--- src/hdl/csr_pkg.sv ---
package csr_pkg;

    localparam int data_w     = 32;
    localparam int csr_num_w  = 14;
    localparam int num_hw_int = 8;

    // implemented register numbers
    typedef enum logic [csr_num_w-1:0] {
        crmd   = 14'h000,
        prmd   = 14'h001,
        ecfg   = 14'h004,
        estat  = 14'h005,
        era    = 14'h006,
        badv   = 14'h007,
        eentry = 14'h00c,
        save0  = 14'h030,
        tid    = 14'h040,
        tcfg   = 14'h041,
        tval   = 14'h042,
        ticlr  = 14'h044
    } csr_num_e;

    // primary exception codes
    typedef enum logic [5:0] {
        intr = 6'h00,
        ade  = 6'h08,
        ale  = 6'h09,
        sys  = 6'h0b,
        brk  = 6'h0c,
        ine  = 6'h0d
    } ecode_e;

    localparam logic [8:0] esubcode_adef = 9'd0;
    localparam logic [8:0] esubcode_adem = 9'd1;

    // crmd fields
    localparam int crmd_plv_lo  = 0;
    localparam int crmd_plv_w   = 2;
    localparam int crmd_ie_lo   = 2;
    localparam int crmd_ie_w    = 1;
    localparam int crmd_da_lo   = 3;
    localparam int crmd_da_w    = 1;
    localparam int crmd_pg_lo   = 4;
    localparam int crmd_pg_w    = 1;
    localparam int crmd_datf_lo = 5;
    localparam int crmd_datf_w  = 2;
    localparam int crmd_datm_lo = 7;
    localparam int crmd_datm_w  = 2;

    // prmd fields
    localparam int prmd_pplv_lo = 0;
    localparam int prmd_pplv_w  = 2;
    localparam int prmd_pie_lo  = 2;
    localparam int prmd_pie_w   = 1;

    // ecfg, bit 10 of lie has no interrupt source
    localparam int ecfg_lie_lo   = 0;
    localparam int ecfg_lie_w    = 13;
    localparam int ecfg_rsvd_bit = 10;

    // estat fields
    localparam int estat_is_lo       = 0;
    localparam int estat_is_w        = 13;
    localparam int estat_sw_lo       = 0;
    localparam int estat_sw_w        = 2;
    localparam int estat_hw_lo       = 2;
    localparam int estat_hw_w        = num_hw_int;
    localparam int estat_ti_bit      = 11;
    localparam int estat_ipi_bit     = 12;
    localparam int estat_ecode_lo    = 16;
    localparam int estat_ecode_w     = 6;
    localparam int estat_esubcode_lo = 22;
    localparam int estat_esubcode_w  = 9;

    localparam int eentry_va_lo = 6;
    localparam int eentry_va_w  = 26;

    // timer fields
    localparam int tcfg_en_lo       = 0;
    localparam int tcfg_periodic_lo = 1;
    localparam int tcfg_initval_lo  = 2;
    localparam int tcfg_initval_w   = 30;
    localparam int ticlr_clr_lo     = 0;

endpackage

--- src/hdl/csr_mode_regs.sv ---
module csr_mode_regs (
    input  logic                          clk,
    input  logic                          reset,
    input  logic [csr_pkg::csr_num_w-1:0] csr_num,
    input  logic                          csr_we,
    input  logic [csr_pkg::data_w-1:0]    csr_wmask,
    input  logic [csr_pkg::data_w-1:0]    csr_wvalue,
    input  logic                          wb_ex,
    input  logic                          ertn_flush,
    output logic                          crmd_ie,
    output logic [csr_pkg::data_w-1:0]    rvalue
);

    logic [1:0]                plv;
    logic                      da;
    logic                      pg;
    logic [1:0]                datf;
    logic [1:0]                datm;
    logic [1:0]                pplv;
    logic                      pie;
    logic                      crmd_wr;
    logic                      prmd_wr;
    logic [csr_pkg::data_w-1:0] merged;

    assign crmd_wr = csr_we && (csr_num == csr_pkg::crmd);
    assign prmd_wr = csr_we && (csr_num == csr_pkg::prmd);

    always_comb
    begin
        rvalue = '0;
        if (csr_num == csr_pkg::crmd)
        begin
            rvalue[csr_pkg::crmd_plv_lo +: csr_pkg::crmd_plv_w]   = plv;
            rvalue[csr_pkg::crmd_ie_lo +: csr_pkg::crmd_ie_w]     = crmd_ie;
            rvalue[csr_pkg::crmd_da_lo +: csr_pkg::crmd_da_w]     = da;
            rvalue[csr_pkg::crmd_pg_lo +: csr_pkg::crmd_pg_w]     = pg;
            rvalue[csr_pkg::crmd_datf_lo +: csr_pkg::crmd_datf_w] = datf;
            rvalue[csr_pkg::crmd_datm_lo +: csr_pkg::crmd_datm_w] = datm;
        end
        else if (csr_num == csr_pkg::prmd)
        begin
            rvalue[csr_pkg::prmd_pplv_lo +: csr_pkg::prmd_pplv_w] = pplv;
            rvalue[csr_pkg::prmd_pie_lo +: csr_pkg::prmd_pie_w]   = pie;
        end
    end

    // old contents of the selected register fill the unmasked bits
    assign merged = (csr_wmask & csr_wvalue) | (~csr_wmask & rvalue);

    always_ff @(posedge clk)
    begin
        if (reset)
        begin
            plv     <= 2'b00;
            crmd_ie <= 1'b0;
            da      <= 1'b1;
            pg      <= 1'b0;
            datf    <= 2'b00;
            datm    <= 2'b00;
        end
        else
        begin
            // exception entry drops to kernel with interrupts masked
            if (wb_ex)
            begin
                plv     <= 2'b00;
                crmd_ie <= 1'b0;
            end
            else if (ertn_flush)
            begin
                plv     <= pplv;
                crmd_ie <= pie;
            end
            else if (crmd_wr)
            begin
                plv     <= merged[csr_pkg::crmd_plv_lo +: csr_pkg::crmd_plv_w];
                crmd_ie <= merged[csr_pkg::crmd_ie_lo +: csr_pkg::crmd_ie_w];
            end
            if (crmd_wr)
            begin
                da   <= merged[csr_pkg::crmd_da_lo +: csr_pkg::crmd_da_w];
                pg   <= merged[csr_pkg::crmd_pg_lo +: csr_pkg::crmd_pg_w];
                datf <= merged[csr_pkg::crmd_datf_lo +: csr_pkg::crmd_datf_w];
                datm <= merged[csr_pkg::crmd_datm_lo +: csr_pkg::crmd_datm_w];
            end
        end
    end

    always_ff @(posedge clk)
    begin
        if (reset)
        begin
            pplv <= 2'b00;
            pie  <= 1'b0;
        end
        else if (wb_ex)
        begin
            pplv <= plv;
            pie  <= crmd_ie;
        end
        else if (prmd_wr)
        begin
            pplv <= merged[csr_pkg::prmd_pplv_lo +: csr_pkg::prmd_pplv_w];
            pie  <= merged[csr_pkg::prmd_pie_lo +: csr_pkg::prmd_pie_w];
        end
    end

endmodule

--- src/hdl/csr_exc_regs.sv ---
module csr_exc_regs (
    input  logic                           clk,
    input  logic                           reset,
    input  logic [csr_pkg::csr_num_w-1:0]  csr_num,
    input  logic                           csr_we,
    input  logic [csr_pkg::data_w-1:0]     csr_wmask,
    input  logic [csr_pkg::data_w-1:0]     csr_wvalue,
    input  logic                           wb_ex,
    input  logic [csr_pkg::data_w-1:0]     wb_pc,
    input  logic [5:0]                     wb_ecode,
    input  logic [8:0]                     wb_esubcode,
    input  logic [csr_pkg::data_w-1:0]     wb_vaddr,
    input  logic [csr_pkg::num_hw_int-1:0] hw_int_in,
    input  logic                           ipi_int_in,
    input  logic                           ti_pending,
    input  logic                           crmd_ie,
    output logic [csr_pkg::data_w-1:0]     era,
    output logic [csr_pkg::data_w-1:0]     ex_entry,
    output logic                           has_int,
    output logic [5:0]                     stat_ecode,
    output logic [csr_pkg::data_w-1:0]     rvalue
);

    localparam logic [csr_pkg::ecfg_lie_w-1:0] lie_rsvd =
        csr_pkg::ecfg_lie_w'(1) << csr_pkg::ecfg_rsvd_bit;

    logic [csr_pkg::ecfg_lie_w-1:0]     lie;
    logic [csr_pkg::estat_sw_w-1:0]     is_sw;
    logic [csr_pkg::estat_hw_w-1:0]     is_hw;
    logic                               is_ipi;
    logic [csr_pkg::estat_is_w-1:0]     is_vec;
    logic [8:0]                         esubcode;
    logic [csr_pkg::data_w-1:0]         badv;
    logic [csr_pkg::eentry_va_w-1:0]    eentry_va;
    logic [csr_pkg::data_w-1:0]         merged;
    logic                               badv_load;
    logic                               badv_from_pc;

    // interrupt status with bit 10 always zero
    always_comb
    begin
        is_vec = '0;
        is_vec[csr_pkg::estat_sw_lo +: csr_pkg::estat_sw_w] = is_sw;
        is_vec[csr_pkg::estat_hw_lo +: csr_pkg::estat_hw_w] = is_hw;
        is_vec[csr_pkg::estat_ti_bit]  = ti_pending;
        is_vec[csr_pkg::estat_ipi_bit] = is_ipi;
    end

    always_comb
    begin
        ex_entry = '0;
        ex_entry[csr_pkg::eentry_va_lo +: csr_pkg::eentry_va_w] = eentry_va;
    end

    always_comb
    begin
        rvalue = '0;
        case (csr_num)
            csr_pkg::ecfg:
                rvalue[csr_pkg::ecfg_lie_lo +: csr_pkg::ecfg_lie_w] = lie;
            csr_pkg::estat:
            begin
                rvalue[csr_pkg::estat_is_lo +: csr_pkg::estat_is_w]       = is_vec;
                rvalue[csr_pkg::estat_ecode_lo +: csr_pkg::estat_ecode_w] = stat_ecode;
                rvalue[csr_pkg::estat_esubcode_lo +: csr_pkg::estat_esubcode_w] = esubcode;
            end
            csr_pkg::era:    rvalue = era;
            csr_pkg::badv:   rvalue = badv;
            csr_pkg::eentry: rvalue = ex_entry;
            default:         rvalue = '0;
        endcase
    end

    assign merged = (csr_wmask & csr_wvalue) | (~csr_wmask & rvalue);

    assign has_int = ((is_vec[11:0] & lie[11:0]) != 12'b0) && crmd_ie;

    always_ff @(posedge clk)
    begin
        if (reset)
            lie <= '0;
        else if (csr_we && (csr_num == csr_pkg::ecfg))
            lie <= merged[csr_pkg::ecfg_lie_lo +: csr_pkg::ecfg_lie_w] & ~lie_rsvd;
    end

    // hardware and inter-core lines sampled every cycle
    always_ff @(posedge clk)
    begin
        if (reset)
        begin
            is_sw  <= '0;
            is_hw  <= '0;
            is_ipi <= 1'b0;
        end
        else
        begin
            is_hw  <= hw_int_in;
            is_ipi <= ipi_int_in;
            if (csr_we && (csr_num == csr_pkg::estat))
                is_sw <= merged[csr_pkg::estat_sw_lo +: csr_pkg::estat_sw_w];
        end
    end

    // only address faults record a bad address
    assign badv_load    = wb_ex && ((wb_ecode == csr_pkg::ade) || (wb_ecode == csr_pkg::ale));
    assign badv_from_pc = (wb_ecode == csr_pkg::ade) && (wb_esubcode == csr_pkg::esubcode_adef);

    always_ff @(posedge clk)
    begin
        if (wb_ex)
        begin
            stat_ecode <= wb_ecode;
            esubcode   <= wb_esubcode;
            era        <= wb_pc;
        end
        else if (csr_we && (csr_num == csr_pkg::era))
            era <= merged;

        if (badv_load)
            badv <= badv_from_pc ? wb_pc : wb_vaddr;
        else if (csr_we && (csr_num == csr_pkg::badv))
            badv <= merged;

        if (csr_we && (csr_num == csr_pkg::eentry))
            eentry_va <= merged[csr_pkg::eentry_va_lo +: csr_pkg::eentry_va_w];
    end

endmodule

--- src/hdl/csr_save_regs.sv ---
module csr_save_regs #(
    parameter int num_save_regs = 4
) (
    input  logic                          clk,
    input  logic [csr_pkg::csr_num_w-1:0] csr_num,
    input  logic                          csr_we,
    input  logic [csr_pkg::data_w-1:0]    csr_wmask,
    input  logic [csr_pkg::data_w-1:0]    csr_wvalue,
    output logic [csr_pkg::data_w-1:0]    rvalue
);

    logic [csr_pkg::data_w-1:0]    save_q [num_save_regs];
    logic [csr_pkg::csr_num_w-1:0] offset;
    logic [csr_pkg::data_w-1:0]    merged;

    // numbers below save0 wrap to large offsets and miss
    assign offset = csr_num - csr_pkg::save0;

    always_comb
    begin
        rvalue = '0;
        for (int i = 0; i < num_save_regs; i++)
        begin
            if (offset == csr_pkg::csr_num_w'(i))
                rvalue = save_q[i];
        end
    end

    assign merged = (csr_wmask & csr_wvalue) | (~csr_wmask & rvalue);

    always_ff @(posedge clk)
    begin
        for (int i = 0; i < num_save_regs; i++)
        begin
            if (csr_we && (offset == csr_pkg::csr_num_w'(i)))
                save_q[i] <= merged;
        end
    end

endmodule

--- src/hdl/csr_timer.sv ---
module csr_timer (
    input  logic                          clk,
    input  logic                          reset,
    input  logic [csr_pkg::csr_num_w-1:0] csr_num,
    input  logic                          csr_we,
    input  logic [csr_pkg::data_w-1:0]    csr_wmask,
    input  logic [csr_pkg::data_w-1:0]    csr_wvalue,
    input  logic [csr_pkg::data_w-1:0]    coreid_in,
    output logic                          ti_pending,
    output logic [csr_pkg::data_w-1:0]    rvalue
);

    logic [csr_pkg::data_w-1:0]         tid_q;
    logic                               tcfg_en;
    logic                               tcfg_periodic;
    logic [csr_pkg::tcfg_initval_w-1:0] tcfg_initval;
    logic [csr_pkg::data_w-1:0]         tcfg_word;
    logic [csr_pkg::data_w-1:0]         cnt;
    logic [csr_pkg::data_w-1:0]         merged;
    logic                               tcfg_wr;
    logic                               ticlr_clr;

    always_comb
    begin
        tcfg_word = '0;
        tcfg_word[csr_pkg::tcfg_en_lo]       = tcfg_en;
        tcfg_word[csr_pkg::tcfg_periodic_lo] = tcfg_periodic;
        tcfg_word[csr_pkg::tcfg_initval_lo +: csr_pkg::tcfg_initval_w] = tcfg_initval;
    end

    // ticlr falls to the default and reads as zero
    always_comb
    begin
        case (csr_num)
            csr_pkg::tid:  rvalue = tid_q;
            csr_pkg::tcfg: rvalue = tcfg_word;
            csr_pkg::tval: rvalue = cnt;
            default:       rvalue = '0;
        endcase
    end

    assign merged    = (csr_wmask & csr_wvalue) | (~csr_wmask & rvalue);
    assign tcfg_wr   = csr_we && (csr_num == csr_pkg::tcfg);
    assign ticlr_clr = csr_we && (csr_num == csr_pkg::ticlr)
                       && csr_wmask[csr_pkg::ticlr_clr_lo] && csr_wvalue[csr_pkg::ticlr_clr_lo];

    always_ff @(posedge clk)
    begin
        if (reset)
        begin
            tid_q   <= coreid_in;
            tcfg_en <= 1'b0;
        end
        else
        begin
            if (csr_we && (csr_num == csr_pkg::tid))
                tid_q <= merged;
            if (tcfg_wr)
                tcfg_en <= merged[csr_pkg::tcfg_en_lo];
        end
    end

    always_ff @(posedge clk)
    begin
        if (tcfg_wr)
        begin
            tcfg_periodic <= merged[csr_pkg::tcfg_periodic_lo];
            tcfg_initval  <= merged[csr_pkg::tcfg_initval_lo +: csr_pkg::tcfg_initval_w];
        end
    end

    // countdown stops at all ones in one-shot mode
    always_ff @(posedge clk)
    begin
        if (reset)
            cnt <= '1;
        else if (tcfg_wr && merged[csr_pkg::tcfg_en_lo])
            cnt <= {merged[csr_pkg::tcfg_initval_lo +: csr_pkg::tcfg_initval_w], 2'b00};
        else if (tcfg_en && (cnt != '1))
        begin
            if ((cnt == '0) && tcfg_periodic)
                cnt <= {tcfg_initval, 2'b00};
            else
                cnt <= cnt - 1'b1;
        end
    end

    // set wins over a clear in the same cycle
    always_ff @(posedge clk)
    begin
        if (reset)
            ti_pending <= 1'b0;
        else if (cnt == '0)
            ti_pending <= 1'b1;
        else if (ticlr_clr)
            ti_pending <= 1'b0;
    end

endmodule

--- src/hdl/csr_file.sv ---
module csr_file #(
    parameter int num_save_regs = 4
) (
    input  logic                           clk,
    input  logic                           reset,
    input  logic [csr_pkg::csr_num_w-1:0]  csr_num,
    input  logic                           csr_re,
    input  logic                           csr_we,
    input  logic [csr_pkg::data_w-1:0]     csr_wmask,
    input  logic [csr_pkg::data_w-1:0]     csr_wvalue,
    input  logic                           wb_ex,
    input  logic [csr_pkg::data_w-1:0]     wb_pc,
    input  logic [5:0]                     wb_ecode,
    input  logic [8:0]                     wb_esubcode,
    input  logic [csr_pkg::data_w-1:0]     wb_vaddr,
    input  logic                           ertn_flush,
    input  logic [csr_pkg::num_hw_int-1:0] hw_int_in,
    input  logic                           ipi_int_in,
    input  logic [csr_pkg::data_w-1:0]     coreid_in,
    output logic [csr_pkg::data_w-1:0]     csr_rvalue,
    output logic [csr_pkg::data_w-1:0]     ertn_pc,
    output logic [csr_pkg::data_w-1:0]     ex_entry,
    output logic                           has_int,
    output logic [5:0]                     stat_ecode
);

    logic                       crmd_ie;
    logic                       ti_pending;
    logic [csr_pkg::data_w-1:0] mode_rvalue;
    logic [csr_pkg::data_w-1:0] exc_rvalue;
    logic [csr_pkg::data_w-1:0] save_rvalue;
    logic [csr_pkg::data_w-1:0] timer_rvalue;

    // reads are always live, csr_re is only for the pipeline
    csr_mode_regs i_mode_regs (
        .clk        (clk),
        .reset      (reset),
        .csr_num    (csr_num),
        .csr_we     (csr_we),
        .csr_wmask  (csr_wmask),
        .csr_wvalue (csr_wvalue),
        .wb_ex      (wb_ex),
        .ertn_flush (ertn_flush),
        .crmd_ie    (crmd_ie),
        .rvalue     (mode_rvalue)
    );

    csr_exc_regs i_exc_regs (
        .clk         (clk),
        .reset       (reset),
        .csr_num     (csr_num),
        .csr_we      (csr_we),
        .csr_wmask   (csr_wmask),
        .csr_wvalue  (csr_wvalue),
        .wb_ex       (wb_ex),
        .wb_pc       (wb_pc),
        .wb_ecode    (wb_ecode),
        .wb_esubcode (wb_esubcode),
        .wb_vaddr    (wb_vaddr),
        .hw_int_in   (hw_int_in),
        .ipi_int_in  (ipi_int_in),
        .ti_pending  (ti_pending),
        .crmd_ie     (crmd_ie),
        .era         (ertn_pc),
        .ex_entry    (ex_entry),
        .has_int     (has_int),
        .stat_ecode  (stat_ecode),
        .rvalue      (exc_rvalue)
    );

    csr_save_regs #(
        .num_save_regs (num_save_regs)
    ) i_save_regs (
        .clk        (clk),
        .csr_num    (csr_num),
        .csr_we     (csr_we),
        .csr_wmask  (csr_wmask),
        .csr_wvalue (csr_wvalue),
        .rvalue     (save_rvalue)
    );

    csr_timer i_timer (
        .clk        (clk),
        .reset      (reset),
        .csr_num    (csr_num),
        .csr_we     (csr_we),
        .csr_wmask  (csr_wmask),
        .csr_wvalue (csr_wvalue),
        .coreid_in  (coreid_in),
        .ti_pending (ti_pending),
        .rvalue     (timer_rvalue)
    );

    // each block returns zero unless csr_num is one of its own
    assign csr_rvalue = mode_rvalue | exc_rvalue | save_rvalue | timer_rvalue;

endmodule

--- config.mk ---
export PLATFORM = sky130hd
export DESIGN_NAME = csr_file
export DESIGN_NICKNAME = d
export VERILOG_FILES = /design/src/hdl/csr_pkg.sv /design/src/hdl/csr_mode_regs.sv /design/src/hdl/csr_exc_regs.sv /design/src/hdl/csr_save_regs.sv /design/src/hdl/csr_timer.sv /design/src/hdl/csr_file.sv
export SDC_FILE = /design/constraint.sdc
export NUM_CORES = 1
export LEC_CHECK = 0
export ABC_CLOCK_PERIOD_IN_PS = 7800
export BUFFER_PORTS_ARGS = -buffer_cell sky130_fd_sc_hd__buf_2
export CAP_MARGIN = 0
export CORE_ASPECT_RATIO = 1.1
export CORE_MARGIN = 10
export CORE_UTILIZATION = 35
export CTS_BUF_LIST = sky130_fd_sc_hd__clkbuf_8
export CTS_CLUSTER_DIAMETER = 50
export DETAILED_ROUTE_END_ITERATION = 16
export HOLD_SLACK_MARGIN = 0.12
export PLACE_DENSITY = 0.64
export SETUP_SLACK_MARGIN = 0.2
export SLEW_MARGIN = 40
export SYNTH_ARGS = -nofsm -noshare
export SYNTH_HDL_FRONTEND = slang
export SYNTH_SLANG_ARGS = --single-unit
export TNS_END_PERCENT = 1
--- constraint.sdc ---
create_clock -name clk -period 7.8 [get_ports clk]
set_clock_uncertainty 0.1 [all_clocks]
set_input_delay 0 -clock clk [delete_from_list [all_inputs] [get_ports clk]]
set_output_delay 0 -clock clk [all_outputs]
set_load 0.03 [all_outputs]
==> results.sh, run 1 <==
export IMPL_yosysWarnings=0
export IMPL_synthArstFlopShare=0
export IMPL_cts_buffers=60
export IMPL_setup_viol_count_final=0
export IMPL_p_switching_mw=1.11
export IMPL_hold_depth=3
export IMPL_synth_avg_cell_area_sq_um=11.0
export IMPL_synth_flop_cell="edfxtp_1"
export IMPL_seqPwrFrac=0.493
export IMPL_clock_sinks=365
export IMPL_fmax_ghz=0.260
export IMPL_setup_tns_ps=0
export IMPL_crit_path_max_incr_delay_ps=640
export IMPL_maxSlewHeadroom=0.415
export IMPL_rows=87
export IMPL_initialDrtViolationCount=1786
export IMPL_place_area_sq_um=20200
export IMPL_synth_edf_count=296
export IMPL_insertion_delay_ps=670
export IMPL_cts_tree="built"
export IMPL_clockRootBuffer="clkbuf_8"
export IMPL_start_util=0.352
export IMPL_ff2ff_path_depth=8
export IMPL_drt_vias_per_instance=5.62
export IMPL_wl_microns=72300
export IMPL_grt_pass1_wl_microns=108000
export IMPL_syn_area_sq_um=18000
export IMPL_holdWs_ps=159
export IMPL_crit_path_end_kind="flip-flop"
export IMPL_start_kind="primary input"
export IMPL_cp_required_ps=8250
export IMPL_cap_viol_max_count=0
export IMPL_power_frac_clock=0.384
export IMPL_drv_slew=0
export IMPL_path_max_fanout=12
export IMPL_cts_buffer_depth=3
export IMPL_ys_seq_elements=365
export IMPL_grt_pass1_vias=17500
export IMPL_ant_nets=0
export IMPL_fin_crit_ps=3850
export IMPL_nNetsFinal=2558
export IMPL_grt_usage=0.227
export IMPL_stdcell_count=3075
export IMPL_routed_via_count=17300
export IMPL_cts_resized=0
export IMPL_p_int_mw=3.31
export IMPL_ctsHtreeMaxLevel=2
export IMPL_cp_slowest_cell="dlygate4sd3_1"
export IMPL_place_inst=2521
export IMPL_powerDensity_nw_per_um2=171
export IMPL_min_period_over_period=0.493
export IMPL_hold_violations=0
export IMPL_port_buffers=299
export IMPL_gr_total_overflow=0
export IMPL_path_depth=11
export IMPL_criticalPathCategory="in -> reg"
export IMPL_antenna_found_initial=6
export IMPL_hold_path_class="in -> reg"
export IMPL_status="complete, no violations"
export IMPL_power_leakage_nw=9.90
export IMPL_final_area_sq_um=25800
export IMPL_io_pins=307
export IMPL_place_gp_congestion=0.944
export IMPL_die_w_microns=236
export IMPL_netlist_instances=1628
export IMPL_crit_arrival_ps=4300
export IMPL_timing_critical_path_buf_inv=5
export IMPL_wl_per_cell_microns=23.5
export IMPL_crit_family="buffers and inverters"
export IMPL_combPwrFrac=0.123
export IMPL_fill_cells=4395
export IMPL_ir_worst_vdd_mv=0.140
export IMPL_synthDistinctLibCells=66
export IMPL_grt_max_degree=79
export IMPL_dp_hpwl_microns=48400
export IMPL_switching_share=0.251
export IMPL_rsz0062_at_grt="false"
export IMPL_area_growth_syn_to_layout_pct=43.5
export IMPL_final_util=0.505
export IMPL_pre_cts_slack_ps=4420
export IMPL_worst_pin_slew_ps=870
export IMPL_coreArea_sq_um=51100
export IMPL_drtPass1Iterations=9
export IMPL_drcViolationCount=0
export IMPL_cts_clk_slew_worst_paths_ps=70
export IMPL_die_height_microns=258
export IMPL_crit_path_cell_trace="dlygate4sd3_1 -> buf_2 -> nor4_2 -> dlygate4sd3_1 -> and4b_1 -> and3_1 -> nand2_1 -> mux2i_1 -> dlygate4sd3_1 -> nor2_1 -> dlygate4sd3_1"
export IMPL_power_mw=4.42
export IMPL_fin_ws_ps=3950
export IMPL_drive_gt1_frac=0.229
export IMPL_cp_common_cell="dlygate4sd3_1"
export IMPL_die_area_sq_um=60800
export IMPL_seq_area_frac_synth=0.572
## placed cells by master (no fill, tap or decap), types with 14 or more instances in the layout
master and instances:
or3_1 26, dlygate4sd3_1 434, nor2_1 125, o31ai_1 29, a22oi_1 100, mux2_2 100
and3_1 23, buf_2 299, nand3_1 16, a22o_1 14, buf_4 29, a222oi_1 32
o21ai_0 83, mux2i_1 23, nor3_1 23, nand2_1 218, inv_1 38, a21oi_1 98
clkbuf_8 66, edfxtp_1 296, nor2b_1 20, a31oi_1 24, dfxtp_1 69
## cell families (layout without fill, tap and decap cells)
family	Yosys count	count (layout)	share of synthesized area
simple gates	545	545	0.145
mux	123	123	0.0756
fa+ha+maj	3	3	0.00209
compound gates	459	459	0.173
flops	365	365	0.572
other cells	1	13	0.000209
xor+xnor	1	1	0.000488
buf+inv	131	899	0.0313
## worst register-to-register path, stage by stage (launching register included)
cell     delay (ps)
dfxtp_1         390
or4_4           600
nor4_1          500
and4_1          390
buf_4           410
nor3b_1         110
a31oi_1         150
a31oi_1         100
a211o_1         290
## layer usage
| layer | vias to the layer above | GRT usage | routed length, microns |
|---|---|---|---|
| li1 | 7710 | - | - |
| met1 | 8404 | 0.279 | 28400 |
| met2 | 983 | 0.381 | 34900 |
| met3 | 188 | 0.0485 | 6210 |
| met4 | 2 | 0.0928 | 2750 |
| met5 | - | 0 | 13 |
## path summary, 6_finish.rpt
path / start / endpoint / slack [ps]
max: csr_num[12] / i_mode_regs.pg / 3950
min: coreid_in[13] / i_timer.tid_q[13] / 160
max reg2reg: i_timer.cnt[18] / i_timer.cnt[21] / 4640
min reg2reg: i_exc_regs.lie[3] / i_exc_regs.lie[3] / 380
## sequential cells by signal, summed over array words and instances, names as in the netlist, 9 cells and up
register              cells
i_exc_regs.lie           12
i_timer.cnt              32
i_exc_regs.era           32
i_exc_regs.esubcode       9
i_exc_regs.badv          32
i_save_regs.save_q      128
i_timer.tcfg_initval     30
i_exc_regs.eentry_va     26
i_timer.tid_q            32
## power groups by stage
stage               logic, mW  registers (mW)  clock network [mW]
CTS                     0.522            2.18                1.72
finish                  0.541            2.18                1.70
detailed placement      0.344            2.22                   0
floorplan               0.150            2.25                   0
global placement        0.337            2.22                   0
global route            0.574            2.18                1.79
## final cells by class
| class | count | area (sq um) | share of cell area |
|---|---|---|---|
| antenna | 7 | 17.5 | 0.000680 |
| clock buffer | 66 | 908 | 0.0353 |
| clock inverter | 46 | 280 | 0.0109 |
| inverter | 21 | 78.8 | 0.00306 |
| multi-input combinational | 1137 | 7240 | 0.281 |
| sequential | 365 | 10300 | 0.399 |
| tap | 667 | 835 | 0.0324 |
| timing repair buffer | 766 | 6140 | 0.238 |
## synthesized netlist by cell type (13+ instances only)
master / number / area (sq um)
and2_1: 13 / 81.3
nand3_1: 17 / 85.1
nor3_1: 25 / 125
inv_1: 21 / 78.8
a31oi_1: 24 / 150
a22o_1: 14 / 123
a222oi_1: 32 / 320
a21oi_1: 99 / 495
edfxtp_1: 296 / 8890
mux2i_1: 23 / 230
nand2_1: 218 / 818
or3_1: 26 / 163
o31ai_1: 32 / 240
and3_1: 24 / 150
o21ai_0: 84 / 420
nor2b_1: 20 / 125
clkbuf_1: 86 / 323
mux2_2: 100 / 1130
a22oi_1: 100 / 751
nor2_1: 131 / 492
dfxtp_1: 69 / 1380
## repair_timing
action	in CTS	in global routing
setup buffers	0	0
endpoints found under the hold margin	457	0
hold buffers	434	0
No activity file was read; power rests on OpenSTA's default activity.
==> run 2: changes to the inputs <==
Settings changed: ABC_CLOCK_PERIOD_IN_PS 7800 to 3600.
Clock period 7.8 ns to 3.6 ns, I/O delays scaled along.
==> run 2 against run 1 <==
  * First-iteration DRC count down 5.2%
  * Utilization up 0.26 points
  * Cell count up 0.78%
  * Clock power up 110%
  * Hold slack better by 39 ps
  * Total power up 110%
  * Highest routed layer unchanged
  * Via count up 0.32%
  * Clock-buffer cell count down 5
==> results.sh, run 2 (synthesis gave the netlist of run 1 again) <==
export IMPL_powerDensity_nw_per_um2=363
export IMPL_area_growth_syn_to_layout_pct=44.3
export IMPL_initialDrtViolationCount=1693
export IMPL_crit_path_cell_trace="dlygate4sd3_1 -> buf_2 -> nor4_2 -> and4b_1 -> buf_4 -> and3_2 -> nand2_1 -> mux2i_1 -> dlygate4sd3_1 -> nor2_1 -> dlygate4sd3_1"
export IMPL_fmax_ghz=0.295
export IMPL_hold_violations=0
export IMPL_place_inst=2558
export IMPL_cp_common_cell="dlygate4sd3_1"
export IMPL_coreArea_sq_um=51100
export IMPL_drcViolationCount=0
export IMPL_setup_tns_ps=0
export IMPL_path_max_fanout=10
export IMPL_cts_buffer_depth=3
export IMPL_drive_gt1_frac=0.244
export IMPL_dp_hpwl_microns=49100
export IMPL_rows=87
export IMPL_die_area_sq_um=60800
export IMPL_ant_nets=0
export IMPL_largest_register_ffs=128
export IMPL_crit_path_max_incr_delay_ps=590
export IMPL_status="complete, no violations"
export IMPL_crit_arrival_ps=3800
export IMPL_ir_worst_vdd_mv=0.301
export IMPL_grt_pass1_wl_microns=108000
export IMPL_min_period_over_period=0.941
export IMPL_pre_cts_slack_ps=489
export IMPL_place_gp_congestion=0.928
export IMPL_final_common_cell="dlygate4sd3_1"
export IMPL_setup_viol_count_final=0
export IMPL_cp_required_ps=4010
export IMPL_crit_path_end_kind="flip-flop"
export IMPL_regMostFlops="i_save_regs.save_q"
export IMPL_insertion_delay_ps=640
export IMPL_antenna_found_initial=6
export IMPL_gr_total_overflow=0
export IMPL_drtPass1Iterations=6
export IMPL_cts_clk_slew_worst_paths_ps=60
export IMPL_final_util=0.507
export IMPL_grt_max_degree=76
export IMPL_register_area_sq_um=10300
export IMPL_io_pins=307
export IMPL_grt_pass1_vias=17600
export IMPL_routed_via_count=17300
export IMPL_nNetsFinal=2582
export IMPL_multi_input_area_sq_um=7230
export IMPL_drv_slew=0
export IMPL_die_height_microns=258
export IMPL_wl_per_cell_microns=23.5
export IMPL_cap_viol_max_count=0
export IMPL_power_leakage_nw=9.99
export IMPL_criticalPathCategory="in -> reg"
export IMPL_maxSlewHeadroom=0.439
export IMPL_port_buffers=299
export IMPL_fin_ws_ps=212
export IMPL_fin_crit_ps=3390
export IMPL_clock_sinks=365
export IMPL_cts_buffers=60
export IMPL_cp_slowest_cell="dlygate4sd3_1"
export IMPL_drt_vias_per_instance=5.60
export IMPL_rsz0062_at_grt="true"
export IMPL_start_kind="primary input"
export IMPL_grt_usage=0.228
export IMPL_worst_pin_slew_ps=841
export IMPL_hold_path_class="in -> reg"
export IMPL_place_area_sq_um=20500
export IMPL_stdcell_count=3099
export IMPL_cts_tree="built"
export IMPL_final_area_sq_um=25900
export IMPL_start_util=0.352
export IMPL_wl_microns=72800
export IMPL_ctsHtreeMaxLevel=2
export IMPL_clockRootBuffer="clkbuf_8"
export IMPL_mostFrequentLayoutCells="420 x dlygate4sd3_1, 298 x buf_2, 296 x edfxtp_1"
export IMPL_fill_cells=4421
export IMPL_die_w_microns=236
==> run 2: changes by cell type in the layout (fill, tap and decap cells not counted), moves of 2 or more <==
cell	change
nor2_2	+2
dlygate4sd3_1	-14
clkinv_1	+5
buf_12	+8
buf_4	+34
buf_16	-2
clkinv_2	+5
inv_1	-5
clkbuf_8	-5
nor2_4	-3
==> run 2: where the power goes <==
part | total (mW) | switching [mW] | internal [mW]
registers | 4.72 | 0.0530 | 4.67
logic | 1.18 | 0.582 | 0.600
clock network | 3.50 | 1.76 | 1.74
==> run 2: layout make-up <==
type | instances | area share
Antenna cell | 6 | 0.000580
Timing Repair Buffer | 790 | 0.245
Clock buffer | 61 | 0.0324
Multi-Input combinational cell | 1137 | 0.279
Tap cell | 667 | 0.0322
Sequential cell | 365 | 0.397
Inverter | 21 | 0.00304
Clock inverter | 52 | 0.0114
==> run 2: final timing paths <==
check,startpoint,to,slack [ps],cells after the start
worst min register to register,i_exc_regs.lie[3],i_exc_regs.lie[3],370,2
worst min-delay path,wb_pc[24],i_exc_regs.badv[24],200,4
worst max-delay path,csr_num[11],i_mode_regs.datf[1],210,11
worst max register to register,i_exc_regs.badv[6],i_exc_regs.era[6],530,7
==> run 2: timing repair <==
item / CTS / global route
hold endpoints to repair: 405 / 0
setup endpoints to repair: 0 / 42
hold buffers: 420 / 0
setup buffers: 0 / 2
resized for setup: 0 / 7
==> run 2: layer usage <==
| layer | global-route usage | routed length, microns |
|---|---|---|
| met1 | 0.286 | 29200 |
| met2 | 0.380 | 34600 |
| met3 | 0.0480 | 6690 |
| met4 | 0.0807 | 2340 |
| met5 | 0 | 13 |
==> run 2: critical path: cells and delay by family <==
family        cells  cell delay (ps)
simple gates      5             1510
mux               1              190
buf+inv           5             2100
==> run 2: through the flow <==
step	hold WS, ps	total power [mW]
final	199	9.41
after global routing	192	9.72
after CTS	127	9.41
after detailed placement	97.3	5.57
after global placement	87.4	5.56
after floorplan	-1.13	5.19
==> run 3: changes to the inputs <==
Settings changed: ABC_AREA from default to 1, GPL_ROUTABILITY_DRIVEN from default to 0, PLACE_DENSITY 0.64 to 0.63.
==> run 3 against run 2 <==
  * Cell area grew 15%
  * First-iteration DRC count grew 82%
  * Utilization down 1.3 points
  * Hold slack worse by 28 ps
  * Cell count is 41% higher
  * Highest routed layer is now met4
==> results.sh, run 3 <==
export IMPL_status="complete, no violations"
export IMPL_start_kind="primary input"
export IMPL_synthAdderAreaFrac=0.00176
export IMPL_synth_avg_cell_area_sq_um=7.59
export IMPL_fill_cells=5668
export IMPL_seqPwrFrac=0.493
export IMPL_ir_worst_vdd_mv=0.232
export IMPL_drcViolationCount=0
export IMPL_setup_viol_count_final=0
export IMPL_yosysWarnings=0
export IMPL_synth_top_family_by_area="simple AND/OR/NAND/NOR gates"
export IMPL_p_switching_mw=2.51
export IMPL_cp_required_ps=3500
export IMPL_setup_tns_ps=0
export IMPL_hold_depth=3
export IMPL_crit_path_max_incr_delay_ps=570
export IMPL_synthXorXnorAreaFrac=0.00658
export IMPL_grt_usage=0.253
export IMPL_rsz0062_at_grt="true"
export IMPL_regMostFlops="i_save_regs.save_q"
export IMPL_multi_input_area_sq_um=9240
export IMPL_fin_crit_ps=3380
export IMPL_dp_hpwl_microns=64600
export IMPL_r2r_slack_ps=860
export IMPL_synth_edf_count=296
export IMPL_cp_startpoint="csr_num[6]"
export IMPL_clockRootBuffer="clkbuf_8"
export IMPL_antenna_found_initial=6
export IMPL_min_period_over_period=0.939
export IMPL_hold_violations=0
export IMPL_hold_path_class="in -> reg"
export IMPL_maxSlewHeadroom=0.455
export IMPL_r2r_end="i_mode_regs.plv[1]"
export IMPL_die_height_microns=279
export IMPL_synth_mux_area_fraction=0
export IMPL_die_area_sq_um=71100
export IMPL_drtPass1Iterations=5
export IMPL_criticalPathCategory="in -> out"
export IMPL_initialDrtViolationCount=3076
export IMPL_p_int_mw=7.09
export IMPL_grt_max_degree=61
export IMPL_wl_microns=93000
export IMPL_synth_simple_area_share=0.314
export IMPL_register_area_sq_um=10300
export IMPL_crit_path_cell_trace="dlygate4sd3_1 -> buf_2 -> inv_2 -> nor2_1 -> dlygate4sd3_1 -> nand3_1 -> nor2_2 -> buf_4 -> nand2_1 -> o211ai_1 -> nor3_1 -> nand2_1 -> buf_2"
export IMPL_crit_path_end_kind="output port"
export IMPL_start_util=0.355
export IMPL_crit_family="buffers and inverters"
export IMPL_synth_top_area_cell="edfxtp_1"
export IMPL_nNetsFinal=3768
export IMPL_die_w_microns=255
export IMPL_netlist_top_cells_count="806 x nand2_1, 397 x nand3_1, 297 x inv_1"
export IMPL_switching_share=0.261
export IMPL_cts_tree="built"
export IMPL_port_buffers=299
export IMPL_drt_vias_per_instance=5.45
export IMPL_synth_flop_cell="edfxtp_1"
export IMPL_powerDensity_nw_per_um2=323
export IMPL_ff2ff_path_depth=9
export IMPL_cts_clk_slew_worst_paths_ps=60
export IMPL_seq_area_frac_synth=0.482
export IMPL_clock_sinks=365
export IMPL_min_to="i_save_regs.save_q[2][5]"
export IMPL_synth_top_area_share=0.418
export IMPL_ant_nets=0
export IMPL_mostFrequentLayoutCells="805 x nand2_1, 475 x dlygate4sd3_1, 397 x nand3_1"
export IMPL_power_frac_clock=0.389
export IMPL_io_pins=307
export IMPL_r2r_start="i_mode_regs.pplv[1]"
export IMPL_drv_slew=0
export IMPL_grt_pass1_vias=23100
export IMPL_cts_buffer_depth=3
export IMPL_synth_compound_area_frac=0.106
export IMPL_coreArea_sq_um=60000
export IMPL_hold_start="csr_wmask[5]"
export IMPL_worst_pin_slew_ps=815
export IMPL_path_max_fanout=11
export IMPL_gr_total_overflow=0
export IMPL_holdWs_ps=170
export IMPL_synthArstFlopShare=0
export IMPL_synthDistinctLibCells=47
export IMPL_timing_critical_path_buf_inv=6
export IMPL_netlist_instances=2803
export IMPL_routed_via_count=23900
export IMPL_largest_register_ffs=128
export IMPL_ctsHtreeMaxLevel=2
export IMPL_synthTopCellsByArea="edfxtp_1 42%, nand2_1 14%, nand3_1 9.3%, dfxtp_1 6.5%, inv_1 5.2%"
export IMPL_combPwrFrac=0.118
export IMPL_final_common_cell="nand2_1"
export IMPL_drive_gt1_frac=0.139
export IMPL_syn_area_sq_um=21300
export IMPL_wl_per_cell_microns=21.2
export IMPL_cp_slowest_cell="dlygate4sd3_1"
export IMPL_fmax_ghz=0.296
export IMPL_insertion_delay_ps=720
export IMPL_cts_buffers=61
export IMPL_rows=94
export IMPL_yosys_cell_count_top_type="nand2_1"
export IMPL_path_depth=13
export IMPL_crit_arrival_ps=3280
export IMPL_power_leakage_nw=13.3
export IMPL_area_growth_syn_to_layout_pct=39.3
export IMPL_cap_viol_max_count=0
export IMPL_grt_pass1_wl_microns=139000
export IMPL_ys_seq_elements=365
-- run 3: changes by cell type in the layout (fill, tap and decap cells not counted), moves of 32 or more --
| cell | previous run | this run |
|---|---|---|
| a222oi_1 | 32 | 0 |
| inv_1 | 33 | 314 |
| nor2_1 | 126 | 201 |
| nand2_1 | 218 | 805 |
| mux2_2 | 100 | 0 |
| a22oi_1 | 100 | 0 |
| nand3_1 | 16 | 397 |
| nand4_1 | 12 | 67 |
| o22ai_1 | 1 | 44 |
| o21ai_0 | 84 | 154 |
| dlygate4sd3_1 | 420 | 475 |
-- run 3: layout make-up --
class | count | area share
repair buffers | 840 | 0.229
clock buffers | 65 | 0.0302
diodes | 4 | 0.000337
well taps | 768 | 0.0324
multi-input cells | 1979 | 0.312
inverters | 314 | 0.0397
clock inverters | 50 | 0.0104
flip-flops and latches | 365 | 0.346
-- run 3: power by group through the flow --
| stage | Clock [mW] | Sequential (mW) | Combinational, mW |
|---|---|---|---|
| floorplan | 0 | 4.87 | 0.260 |
| global placement | 0 | 4.81 | 0.679 |
| detailed placement | 0 | 4.81 | 0.684 |
| CTS | 3.76 | 4.72 | 1.08 |
| global route | 3.94 | 4.73 | 1.20 |
| finish | 3.73 | 4.73 | 1.13 |
-- run 3: cell families after synthesis --
family | count (synthesis)
buffers and inverters | 464
DFF | 365
AOI/OAI and AO/OA | 404
xor gates and xnor gates | 16
other | 1
adders and majority gates | 3
and+or+nand+nor | 1550
-- run 3: worst register-to-register path, cell delays in order, from the launching register on --
cell and delay (ps):
dfxtp_1 310, inv_1 70, o21ai_0 180, nand2_1 80
dlygate4sd3_1 570, nand2_1 60, dlygate4sd3_1 610, a21oi_1 80
dlygate4sd3_1 550, nor2_1 80
-- run 3: how the worst max path moves through the flow --
| stage | slack (ps) | to |
|---|---|---|
| floorplan | -130 | i_exc_regs.era[0] |
| global placement | 810 | i_exc_regs.lie[6] |
| detailed placement | 770 | csr_rvalue[8] |
| CTS | 240 | i_exc_regs.lie[7] |
| global route | 130 | csr_rvalue[10] |
| finish | 220 | csr_rvalue[9] |
-- run 3: through the flow --
stage	worst slack, ps	cell area [sq um]	utilization	std cells	power [mW]
floorplan	-131	21300	-	2808	5.13
global placement	808	23700	0.395	3789	5.49
detailed placement	770	23700	0.395	3789	5.50
CTS	238	29600	0.494	4379	9.57
global route	131	29700	0.495	4385	9.87
finish	219	29700	0.495	4385	9.59
-- run 3: layer usage --
metal  wire length [microns]  global-route usage
met5                       0                   0
met1                   35800               0.318
met2                   43100               0.414
met3                   10300              0.0557
met4                    3850               0.102
-- run 3: timing repair --
item	in CTS	in global routing
gates resized for setup	0	4
hold endpoints to repair	381	0
setup buffers	0	2
hold buffers	475	0
setup endpoints to repair	0	18
